**config.mk**
```make
export PLATFORM = sky130hd
export DESIGN_NAME = data_req_fifo
export DESIGN_NICKNAME = d
export VERILOG_FILES = /design/src/mini_mcu_pkg.sv /design/src/data_req_fifo.sv
export SDC_FILE = /design/constraint.sdc
export NUM_CORES = 1
export LEC_CHECK = 0
export ABC_AREA = 1
export BUFFER_PORTS_ARGS = -buffer_cell sky130_fd_sc_hd__buf_4
export CAP_MARGIN = 30
export CORE_ASPECT_RATIO = 0.8
export CORE_MARGIN = 3
export CORE_UTILIZATION = 58
export DETAILED_ROUTE_END_ITERATION = 6
export PLACE_DENSITY = 0.87
export REMOVE_ABC_BUFFERS = 1
export SLEW_MARGIN = 20
export SYNTH_ARGS = -nofsm -noshare
export SYNTH_HDL_FRONTEND = slang
export SYNTH_SLANG_ARGS = --single-unit
```
**constraint.sdc**
```tcl
create_clock -name clk_i -period 5.6 [get_ports clk_i]
set_input_delay 1.12 -clock clk_i [delete_from_list [all_inputs] [get_ports clk_i]]
set_output_delay 1.12 -clock clk_i [all_outputs]
set_load 0.02 [all_outputs]
```
**src/mini_mcu_pkg.sv**
```systemverilog
// shared types and constants for the mini test subsystem
// holds the instruction formats, the data request word and the memory map

`default_nettype none

package mini_mcu_pkg;

  // opcode lives in the top four bits of every instruction
  typedef enum logic [3:0] {
    OP_LI   = 4'h0,
    OP_ADDI = 4'h1,
    OP_LW   = 4'h2,
    OP_SW   = 4'h3,
    OP_BNE  = 4'h4,
    OP_HALT = 4'h5
  } opcode_e;

  // immediate format, used by li, addi and lw
  typedef struct packed {
    opcode_e     op;
    logic [3:0]  rd;
    logic [3:0]  rs1;
    logic [19:0] imm;
  } i_fmt_t;

  // two-source format, used by sw and bne
  // rs1 is the base or first compare register, rs2 the data or second compare
  typedef struct packed {
    opcode_e     op;
    logic [3:0]  rs1;
    logic [3:0]  rs2;
    logic [19:0] offset;
  } b_fmt_t;

  typedef union packed {
    i_fmt_t i_fmt;
    b_fmt_t b_fmt;
  } instr_u;

  // one data access, full word only
  typedef struct packed {
    logic [31:0] addr;
    logic        we;
    logic [31:0] wdata;
  } data_req_t;

  // memory map
  localparam logic [31:0] MMIO_BASE   = 32'h2000_0000;
  localparam logic [31:0] ADDR_PASSED = MMIO_BASE + 32'd4;
  localparam logic [31:0] ADDR_FAILED = MMIO_BASE + 32'd8;
  localparam logic [31:0] ADDR_EXIT   = MMIO_BASE + 32'd12;

  // reset pc
  localparam logic [31:0] BOOT_ADDR = 32'h0000_0000;

endpackage

`default_nettype wire
```
**src/data_req_fifo.sv**
```systemverilog
// ordered request buffer between the core data port and memory
// circular buffer, the head is presented as a req/gnt request

`timescale 1ns/1ps
`default_nettype none

module data_req_fifo #(
  parameter int FIFO_DEPTH = 4
) (
  input  wire                     clk_i,
  input  wire                     arst_n_i,
  input  wire                     push_i,
  input  mini_mcu_pkg::data_req_t data_i,
  input  wire                     gnt_i,
  output logic                    full_o,
  output logic                    req_o,
  output mini_mcu_pkg::data_req_t data_o
);

  localparam int PTR_W = (FIFO_DEPTH > 1) ? $clog2(FIFO_DEPTH) : 1;
  localparam int CNT_W = $clog2(FIFO_DEPTH + 1);

  mini_mcu_pkg::data_req_t mem [FIFO_DEPTH];
  logic [PTR_W-1:0]        wr_ptr;
  logic [PTR_W-1:0]        rd_ptr;
  logic [CNT_W-1:0]        count;
  logic                    do_push;
  logic                    do_pop;

  assign full_o  = (count == CNT_W'(FIFO_DEPTH));
  assign req_o   = (count != '0);
  assign data_o  = mem[rd_ptr];
  assign do_push = push_i && !full_o;
  assign do_pop  = req_o && gnt_i;

  always_ff @(posedge clk_i or negedge arst_n_i) begin
    if (!arst_n_i) begin
      wr_ptr <= '0;
      rd_ptr <= '0;
      count  <= '0;
    end else begin
      if (do_push) begin
        wr_ptr <= (wr_ptr == PTR_W'(FIFO_DEPTH - 1)) ? '0 : wr_ptr + 1'b1;
      end
      if (do_pop) begin
        rd_ptr <= (rd_ptr == PTR_W'(FIFO_DEPTH - 1)) ? '0 : rd_ptr + 1'b1;
      end
      // push and pop together keep the count
      if (do_push && !do_pop) begin
        count <= count + 1'b1;
      end else if (do_pop && !do_push) begin
        count <= count - 1'b1;
      end
    end
  end

  always_ff @(posedge clk_i) begin
    if (do_push) begin
      mem[wr_ptr] <= data_i;
    end
  end

endmodule

`default_nettype wire

```
Word-level counts from Yosys, hierarchy flattened
Memory sizes are Yosys's and may differ from the RTL's.
Cells that the tools add are included.
Storage, ports and cells
  register bits: 7
  RAM bits: 260
  input port bits: 69
  output and inout port bits: 67
  logic and storage cells: 26
  memories kept: 1
Memories
  mem: words 4, width 65, rd ports 1, clocked after Yosys merged registers in 0, write ports 1, line data_req_fifo.sv:23  | mini_mcu_pkg::data_req_t mem [FIFO_DEPTH];
Cells by class
  add/sub/neg operators: 4
  equal/unequal tests: 3
  mux-type cells: 6
  reduce and logical (&&, ||, !) cells: 9
Operator list (number)
  $mux 3: 2
  $add 2x1->2 const B: 2
  $eq 2x2->1 const B: 2
  $logic_and 1x1->1: 4
  $mux 2: 2
  $add 3x1->3 const B: 1
  $eq 3x3->1 const B: 1
  $logic_not 1->1: 3
  $reduce_bool 3->1: 1
  $sub 3x1->3 const B: 1
  $mux 1: 2
  $reduce_bool 2->1: 1

Longest topological paths before layout
Gate-level depths: netlist of run 1.
  word-level depth: 7
  mapped depth: 12
  mapped depth without buffers: 12

Worst setup path after synthesis of run 1
Ideal clock, no wire load.
  path kind: input-to-reg
  start point: input push_i
  end point: memory mem[0][0] in the netlist's numbering, enable pin
  setup time: 0.489 ns
  arrival time: 3.982 ns
  required time: 5.111 ns
  path slack: 1.130 ns
  stages on the path: 2
  buffers on the path: 0
  cell sequence: nand2_1 nor2_1
Between the ends
  cells in the longest elaborated chain, start to end: 3
Ends and longest elaborated chain
  from (decl): line data_req_fifo.sv:12  | input wire push_i,
  $logic_and 1x1->1: line data_req_fifo.sv:33  | assign do_push = push_i && !full_o;
  $mux 1: line data_req_fifo.sv:58  | if (do_push) begin
  $mux 1 (not written as such): line data_req_fifo.sv:59  | mem[wr_ptr] <= data_i;
  to (decl): line data_req_fifo.sv:23
No other way between the ends.

==> qor.yml, run 1 <==
clkPwrFrac_pct: 24.5
drt_iter0_markers: 512
finalSetupTns_ns: 0
ios: 136
period_share_pct: 65.0
synth_warnings: 0
grt_max_degree: 142
firstDrtPassIters: 5
yosysSeqAreaShare_pct: 73.3
dp.cells: 1171
cts_tree: "done"
critPathMaxFanout: 141
fin_worst_skew_ns: 0.00814
seqPwrFrac_pct: 38.7
layout_commonest_cell: "edfxtp_1"
ant_nets: 0
p_leak_nw: 5.15
dpl.hpwl_um: 12400
grt_use_total_pct: 20.1
overflow: 0
vias: 6382
rsz0062_at_grt: "no"
status: "completed"
cts_setup_buffers: 0
busiest_layer: "met2"
path_common_cell: "nand2_1"
htree_num_levels: 1
critical_path.top_delay_family: "flip-flops"
synth_top_area_cell: "edfxtp_1"
clk_pin_slew_worst_paths_ns: 0.06
drv_cap: 0
peakVddDrop_uv: 379
slew_headroom_pct: 38.6
hold_buffers: 0
setup_viol: 0
ys_ff_latch: 267
critical-path-slowest-cell: "dfrtp_4"
cellPowerDensity_nw_per_um2: 558
drt-total-wl_um: 20700
core_area_um2: 18300
worstPathArrival_ns: 2.52
grt.met1_usage_pct: 28.5
netlist_instances: 818
met3_usage_pct: 4.18
p_switching_w: 0.00255
clk_latency_ns: 0.51
grt_pass1_vias: 6300
internal_power_w: 0.00465
route.detailed.drc: 0
start_util_pct: 59.6
synthTopCellsByArea: "edfxtp_1 72%, o211ai_1 7.9%, nand2_1 7.2%"
clockBufferDepth: 3
gr-usage-met2_pct: 32.3
fin_cells: 1217
numCtsBuffers: 25
antenna_found_initial: 0
die_width_um: 159
dieHeight_um: 129
cts_root_buf: "clkbuf_16"
io_buffer_count: 135
slew_viol_final: 0
comb_power_share_pct: 36.9
cts_sinks: 267
gp_congestion: 0.733
worstSetupPathType: "reg2out"
cp_num_buf_inv: 2
critPathRequiredTime_ns: 4.48
wl_per_cell_um: 17.0
yosys.area.top_type_share_pct: 71.7
hold_viol_final: 0
antennaDiodeCount: 0
areaGrowthSynthToFinish_pct: 18.5
swShare_pct: 35.4
drive_above_1_share_pct: 21.1
synth_cell_types: 18
grt_first_pass_wirelength_um: 32500
dieArea_um2: 20500
cts.repair.resized: 0
worst_path_largest_cell_delay_ns: 0.80
vias_per_cell: 5.24
crit_chain: "buf_12 -> nand2_1 -> o211ai_1 -> nand2_1 -> buf_4"
endpoint_kind: "output port"
fmax_ghz: 0.275
layout_common_cells: "260 x edfxtp_1, 210 x nand2_1, 144 x inv_1"
worst_pin_slew_ns: 0.921
finalCriticalPeriod_ns: 3.64
crit_path_start_kind: "register"
nNetsFinal: 1023
row_count: 44
syn_area_um2: 10900
hold_path_class: "in2async"
syn_area_per_cell_um2: 13.3
-- registers in the layout (all words and copies together) (netlist names) --
| register | count |
|---|---|
| count | 3 |
| rd_ptr | 2 |
| mem | 260 |
| wr_ptr | 2 |
-- area by class of cell --
type | instances | area (um^2)
clock buffers | 27 | 633
clock inverters | 17 | 226
fillers | 1161 | 5380
inverters | 145 | 544
multi-input cells | 363 | 2050
flip-flops and latches | 267 | 7990
well taps | 253 | 317
repair buffers | 145 | 1140
-- cells in the mapped netlist (all sizes together) --
cell and count:
dfrtp 7, buf 40, fa 1, edfxtp 260, nor2 6, clkbuf 3
o21ai 1, nand2 210, o211ai 130, inv 145, nand4 1, xnor2 1
nand3 7, ha 6
-- kinds of logic after synthesis --
| group | share of synthesized area [%] |
|---|---|
| AND/OR/NAND/NOR | 7.83 |
| buffers and inverters | 8.15 |
| AO/OA/AOI/OAI | 9.75 |
| XOR/XNOR | 0.0805 |
| flip-flops | 73.3 |
| adder cells (fa/ha/maj) | 0.873 |
-- per-layer routing --
metal,vias to the layer above,wire length (um)
li1,3090,-
met1,3009,8850
met2,242,9710
met3,41,1620
met4,0,484
met5,-,0
-- path summary, 6_finish.rpt --
| path | start | to | slack [ns] | cells past startpoint |
|---|---|---|---|---|
| worst max register to register | count[0]$_DFFE_PN0P_ | mem[1][16]$_DFFE_PP_ | 2.86 | 5 |
| worst max-delay path | rd_ptr[0]$_DFFE_PN0P_ | data_o[43] | 1.96 | 5 |
| worst min register to register | count[2]$_DFFE_PN0P_ | count[2]$_DFFE_PN0P_ | 0.51 | 2 |
| worst min-delay path | arst_n_i | count[2]$_DFFE_PN0P_ | 0.42 | 1 |
| min in group clk_i | count[2]$_DFFE_PN0P_ | count[2]$_DFFE_PN0P_ | 0.51 | 2 |
| max in group asynchronous | arst_n_i | rd_ptr[0]$_DFFE_PN0P_ | 5.03 | 1 |
-- power by group through the flow --
stage          clock [W]  sequential [W]  combinational, W
4_1_cts          0.00179         0.00279           0.00265
2_1_floorplan          0         0.00300           0.00147
3_5_place_dp           0         0.00283           0.00263
6_report         0.00176         0.00278           0.00266
3_3_place_gp           0         0.00280           0.00258
5_1_grt          0.00187         0.00282           0.00291
-- stage by stage --
| step | setup WS (ns) | area [um^2] | hold slack (ns) | utilization, % | power, W |
|---|---|---|---|---|---|
| 5_1_grt | 1.80 | 12900 | 0.408 | 70.6 | 0.00759 |
| 3_5_place_dp | 2.26 | 12000 | 0.507 | 65.6 | 0.00546 |
| 4_1_cts | 1.96 | 12800 | 0.408 | 70.3 | 0.00723 |
| 2_1_floorplan | -0.595 | 10500 | 0.463 | - | 0.00448 |
| 6_report | 1.96 | 12900 | 0.423 | 70.6 | 0.00720 |
| 3_3_place_gp | 2.30 | 12000 | 0.477 | 65.6 | 0.00538 |
Note: power is estimated with default switching activity, not from simulation.
==> inputs of run 2 (changes only) <==
==> constraint.sdc (replaced) <==
create_clock -name clk_i -period 3.6 [get_ports clk_i]
set_input_delay 0.72 -clock clk_i [delete_from_list [all_inputs] [get_ports clk_i]]
set_output_delay 0.72 -clock clk_i [all_outputs]
set_load 0.02 [all_outputs]
==> qor.yml, run 2 (synthesized netlist as in run 1, its figures left out) <==
grt_first_pass_wirelength_um: 33100  # was 32500 um
drv_cap: 0  # unchanged
clkPwrFrac_pct: 26.2  # was 24.5%
die_width_um: 159  # unchanged
multi_input_area_um2: 2050  # unchanged
finalCriticalPeriod_ns: 2.98
grt.met1_usage_pct: 25.6  # was 28.5%
worst_pin_slew_ns: 0.935  # was 0.921 ns
areaGrowthSynthToFinish_pct: 19.8  # was 18.5%
peakVddDrop_uv: 536  # was 379 uV
drive_above_1_share_pct: 21.8  # was 21.1%
fin_cells: 1226  # was 1217
crit_path_start_kind: "register"  # unchanged
fin_worst_skew_ns: 0.00529  # was 0.00814 ns
hold-worst-slack_ns: 0.402  # was 0.423 ns
layout_common_cells: "260 x edfxtp_1, 210 x nand2_1, 148 x buf_4"  # was 260 x edfxtp_1, 210 x nand2_1, 144 x inv_1
cts.repair.resized: 0  # unchanged
clk_pin_slew_worst_paths_ns: 0.06  # about the same
cts_root_buf: "clkbuf_16"  # unchanged
largest_reg_flops: 260  # unchanged
io_buffer_count: 135  # unchanged
layout_commonest_cell: "edfxtp_1"  # unchanged
row_count: 44  # unchanged
swShare_pct: 34.9  # was 35.4%
comb_power_share_pct: 36.3  # was 36.9%
wl_per_cell_um: 17.2  # was 17.0 um
htree_num_levels: 1  # unchanged
clk_latency_ns: 0.51  # about the same
dp.cells: 1179  # was 1171
seqPwrFrac_pct: 37.6  # was 38.7%
slew_viol_final: 0  # unchanged
dieArea_um2: 20500  # unchanged
rsz0062_at_grt: "no"  # unchanged
cts_tree: "done"  # unchanged
firstDrtPassIters: 5  # unchanged
vias_per_cell: 5.31  # was 5.24
cts_sinks: 267  # unchanged
critPathRequiredTime_ns: 2.88  # was 4.48 ns
route.detailed.drc: 0  # unchanged
critPathMaxFanout: 51  # was 141
start_util_pct: 59.6  # unchanged
largest_register: "mem"  # unchanged
fmax_ghz: 0.336
endpoint_kind: "output port"  # unchanged
numCtsBuffers: 26  # was 25
fin_ws_ns: 0.620  # was 1.96 ns
fillCellCount: 1216  # was 1161
dieHeight_um: 129  # unchanged
gr-usage-met2_pct: 36.2  # was 32.3%
grt_max_degree: 68  # was 142
antenna_found_initial: 0  # unchanged
ios: 136  # unchanged
drt-total-wl_um: 21100  # was 20700 um
worstPathArrival_ns: 2.26  # was 2.52 ns
worstSetupPathType: "reg2out"  # unchanged
slew_headroom_pct: 37.6  # was 38.6%
p_leak_nw: 5.23  # was 5.15 nW
ant_nets: 0  # unchanged
hold_viol_final: 0  # unchanged
met3_usage_pct: 4.22  # was 4.18%
hold_path_class: "in2reg"  # was in2async
antennaDiodeCount: 0  # unchanged
seq_area_um2: 7990  # unchanged
drt_iter0_markers: 430  # was 512
grt_pass1_vias: 6521  # was 6300
grt_use_total_pct: 20.3  # was 20.1%
vias: 6515  # was 6382
post-route-util_pct: 71.3  # was 70.6%
dpl.hpwl_um: 12400  # about the same
status: "completed"  # unchanged
setup_viol: 0  # unchanged
overflow: 0  # unchanged
core_area_um2: 18300  # unchanged
cellPowerDensity_nw_per_um2: 884  # was 558 nW/um^2
period_share_pct: 82.8
internal_power_w: 0.00750  # was 0.00465 W
post-place-ws_ns: 1.17  # was 2.26 ns
clockBufferDepth: 3  # unchanged
top_regs: "mem: 260 flops, count: 3 flops"  # unchanged
gp_congestion: 0.719  # was 0.733
busiest_layer: "met2"  # unchanged
p_switching_w: 0.00402  # was 0.00255 W
nNetsFinal: 1031  # was 1023
[run 2: cell types whose count changed in the layout (fill, tap and decap cells not counted), sizes merged]
cell and change:
buf +6, bufinv +2, clkbuf +2, clkinv -2, dlygate4sd3 +1
[run 2: what timing repair did]
action,CTS,global route
hold buffers,1,0
hold endpoints to repair,6,0
buffers inserted,0,0
setup endpoints to repair,0,0
[run 2: area by class of cell]
cell class,instances,area share (%)
flip-flops and latches,267,61.3
repair buffers,152,9.06
clock inverters,17,2.13
well taps,253,2.43
clock buffers,29,5.24
inverters,145,4.17
multi-input cells,363,15.7
[run 2: power groups by stage]
stage | Combinational (W) | Sequential [W] | Clock [W]
finish | 0.00418 | 0.00433 | 0.00301
CTS | 0.00424 | 0.00433 | 0.00305
global route | 0.00455 | 0.00438 | 0.00317
global placement | 0.00408 | 0.00436 | 0
floorplan | 0.00219 | 0.00464 | 0
detailed placement | 0.00420 | 0.00439 | 0
[run 2: critical path, stage by stage (launching register included)]
cell and delay [ns]:
dfrtp_4 0.79, buf_4 0.43, nand2_1 0.10, o211ai_1 0.12
nand2_1 0.11, buf_4 0.17
[run 2: per-stage QoR]
stage / power (W) / setup TNS, ns / instance area, um^2
2_1_floorplan: 0.00682 / -268.46 / 10500
3_3_place_gp: 0.00843 / 0 / 12100
3_5_place_dp: 0.00859 / 0 / 12100
4_1_cts: 0.0116 / 0 / 13000
5_1_grt: 0.0121 / 0 / 13000
6_report: 0.0115 / 0 / 13000
[run 2: metal layers]
metal / wire length [um] / part of all wire (%)
met5: 0 / 0
met4: 535 / 2.5
met1: 8560 / 41
met2: 10500 / 50
met3: 1450 / 6.9
[run 2: final timing paths]
kind	start	endpoint	slack, ns	depth (start not counted)
max in group asynchronous	arst_n_i	rd_ptr[0]$_DFFE_PN0P_	2.91	2
worst min register to register	count[2]$_DFFE_PN0P_	count[2]$_DFFE_PN0P_	0.51	2
min in group asynchronous	arst_n_i	count[2]$_DFFE_PN0P_	0.55	2
worst min-delay path	data_i[3]	mem[2][3]$_DFFE_PP_	0.40	1
worst max register to register	count[0]$_DFFE_PN0P_	count[1]$_DFFE_PN0P_	1.48	9
worst max-delay path	rd_ptr[0]$_DFFE_PN0P_	data_o[64]	0.62	5
==> inputs of run 3 (changes only) <==
==> constraint.sdc (replaced) <==
create_clock -name clk_i -period 2.8 [get_ports clk_i]
set_input_delay 0.56 -clock clk_i [delete_from_list [all_inputs] [get_ports clk_i]]
set_output_delay 0.56 -clock clk_i [all_outputs]
set_load 0.02 [all_outputs]
==> qor.yml, run 3 (synthesized netlist as in run 1, its figures left out) <==
crit_chain: "buf_12 -> nand2_1 -> o211ai_1 -> nand2_1 -> buf_4"  # was buf_4 -> nand2_1 -> o211ai_1 -> nand2_1 -> buf_4
drt_iter0_markers: 471  # was 430
largest_reg_flops: 260  # unchanged
finalSetupTns_ns: 0  # unchanged
final_design_area_no_fill_um2: 12900  # was 13000 um^2
post-place-ws_ns: 0.638  # was 1.17 ns
layout_common_cells: "260 x edfxtp_1, 210 x nand2_1, 144 x inv_1, 144 x buf_4, 114 x o211ai_1"  # was 260 x edfxtp_1, 210 x nand2_1, 148 x buf_4
core_area_um2: 18300  # unchanged
r2r_cells: 9  # unchanged
clockBufferDepth: 3  # unchanged
vias: 6427  # was 6515
setup_viol: 0  # unchanged
cts_sinks: 267  # unchanged
worst_path_largest_cell_delay_ns: 0.61  # was 0.79 ns
top_regs: "mem: 260 flops, count: 3 flops"  # unchanged
cts_tree: "done"  # unchanged
areaGrowthSynthToFinish_pct: 18.1  # was 19.8%
period_share_pct: 93.6
hold_path_class: "in2reg"  # unchanged
cellPowerDensity_nw_per_um2: 1100  # was 884 nW/um^2
peakVddDrop_uv: 858  # was 536 uV
critPathMaxFanout: 98  # was 51
worstHoldEndpoint: "mem[3][18]$_DFFE_PP_"  # was mem[2][3]$_DFFE_PP_
ant_nets: 0  # unchanged
dieArea_um2: 20500  # unchanged
grt_max_degree: 100  # was 68
ios: 136  # unchanged
slew_viol_final: 0  # unchanged
worstPathArrival_ns: 2.06  # was 2.26 ns
worstSetupPathType: "reg2out"  # unchanged
antennaDiodeCount: 0  # unchanged
wl_per_cell_um: 16.7  # was 17.2 um
fin_ws_ns: 0.178  # was 0.620 ns
firstDrtPassIters: 4  # was 5
drt-total-wl_um: 20400  # was 21100 um
dieHeight_um: 129  # unchanged
endpoint_kind: "output port"  # unchanged
die_width_um: 159  # unchanged
htree_num_levels: 1  # unchanged
status: "completed"  # unchanged
slew_headroom_pct: 64.0  # was 37.6%
worst_pin_slew_ns: 0.540  # was 0.935 ns
hold_start: "data_i[18]"  # was data_i[3]
dpl_cell_area_um2: 12100  # about the same
crit_path_start_kind: "register"  # unchanged
antenna_found_initial: 0  # unchanged
grt_pass1_vias: 6462  # was 6521
dp.cells: 1177  # was 1179
fin_worst_skew_ns: 0.0139  # was 0.00529 ns
overflow: 0  # unchanged
clk_latency_ns: 0.51  # about the same
fmax_ghz: 0.381
hold_viol_final: 0  # unchanged
finalCriticalPeriod_ns: 2.62
route.detailed.drc: 0  # unchanged
grt_use_total_pct: 20.0  # was 20.3%
clk_pin_slew_worst_paths_ns: 0.07  # was 0.06 ns
vias_per_cell: 5.26  # was 5.31
p_leak_nw: 5.13  # was 5.23 nW
critPathRequiredTime_ns: 2.24  # was 2.88 ns
row_count: 44  # unchanged
io_buffer_count: 135  # unchanged
cts.repair.resized: 0  # unchanged
dpl.hpwl_um: 12300  # was 12400 um
path_common_cell: "nand2_1"
r2r-end: "count[1]$_DFFE_PN0P_"  # unchanged
critical-path-slowest-cell: "dfrtp_4"  # unchanged
gp_congestion: 0.767  # was 0.719
reg2reg_from: "count[1]$_DFFE_PN0P_"  # was count[0]$_DFFE_PN0P_
cts_root_buf: "clkbuf_16"  # unchanged
r2r_setup_slack_ns: 0.67  # was 1.48 ns
start_util_pct: 59.6  # unchanged
drv_cap: 0  # unchanged
whs_path_depth: 1  # unchanged
total_power_w: 0.0141  # was 0.0115 W
largest_register: "mem"  # unchanged
layout_commonest_cell: "edfxtp_1"  # unchanged
numCtsBuffers: 25  # was 26
drive_above_1_share_pct: 21.3  # was 21.8%
fin_cells: 1222  # was 1226
rsz0062_at_grt: "no"  # unchanged
nNetsFinal: 1028  # was 1031
grt_first_pass_wirelength_um: 32400  # was 33100 um
-- run 3: changes by cell type in the layout (fill, tap and decap cells not counted), sizes merged --
cell      delta
clkbuf       -1
buf          -2
clkinv       +2
bufinv       -6
clkinvlp     +3
-- run 3: metal layers --
metal  global-route usage, %  vias to the layer above  part of all wire, %
met3                    4.02                       37                  6.9
met4                    5.04                        0                  1.8
met1                    26.1                     3077                   41
li1                        -                     3100                    -
met2                    35.1                      213                   50
met5                       0                        -                    0
-- run 3: worst max-delay path: cells and delay by family, from the launching register on --
family	cells	cell delay, ns
flip-flops	1	0.61
AO/OA/AOI/OAI	1	0.10
buffers and inverters	2	0.57
AND/OR/NAND/NOR	2	0.22
-- run 3: stage by stage --
stage	utilization, %	hold slack (ns)
final	70.3	0.251
after global routing	70.3	0.232
after CTS	70.3	0.235
after detailed placement	66.1	0.382
after global placement	66.1	0.382
after floorplan	-	0.264
-- run 3: power breakdown --
part           switching, W  leakage [nW]  internal (W)
Combinational       0.00348          2.30       0.00194
Sequential         0.000258          2.46       0.00525
Clock               0.00134         0.367       0.00181
-- run 3: worst max-delay path by stage --
stage	start	to	slack, ns	depth (start not counted)
3_5_place_dp	push_i	count[1]$_DFFE_PN0P_	0.64	8
5_1_grt	rd_ptr[0]$_DFFE_PN0P_	data_o[64]	0.03	5
6_report	rd_ptr[0]$_DFFE_PN0P_	data_o[44]	0.18	5
2_1_floorplan	rd_ptr[0]$_DFFE_PN0P_	data_o[0]	-2.84	2
3_3_place_gp	push_i	count[1]$_DFFE_PN0P_	0.72	8
4_1_cts	rd_ptr[0]$_DFFE_PN0P_	data_o[48]	0.17	5
-- run 3: final cells by class --
type	count	area, um^2
Multi-Input combinational cell	363	2050
Sequential cell	267	7990
Timing Repair Buffer	150	1190
Clock buffer	28	637
Fill cell	1217	5430
Clock inverter	16	129
Inverter	145	544
Tap cell	253	317
-- run 3: what timing repair did --
action,CTS,global route
hold endpoints to repair,7,0
setup buffers,0,0
hold buffers,1,0
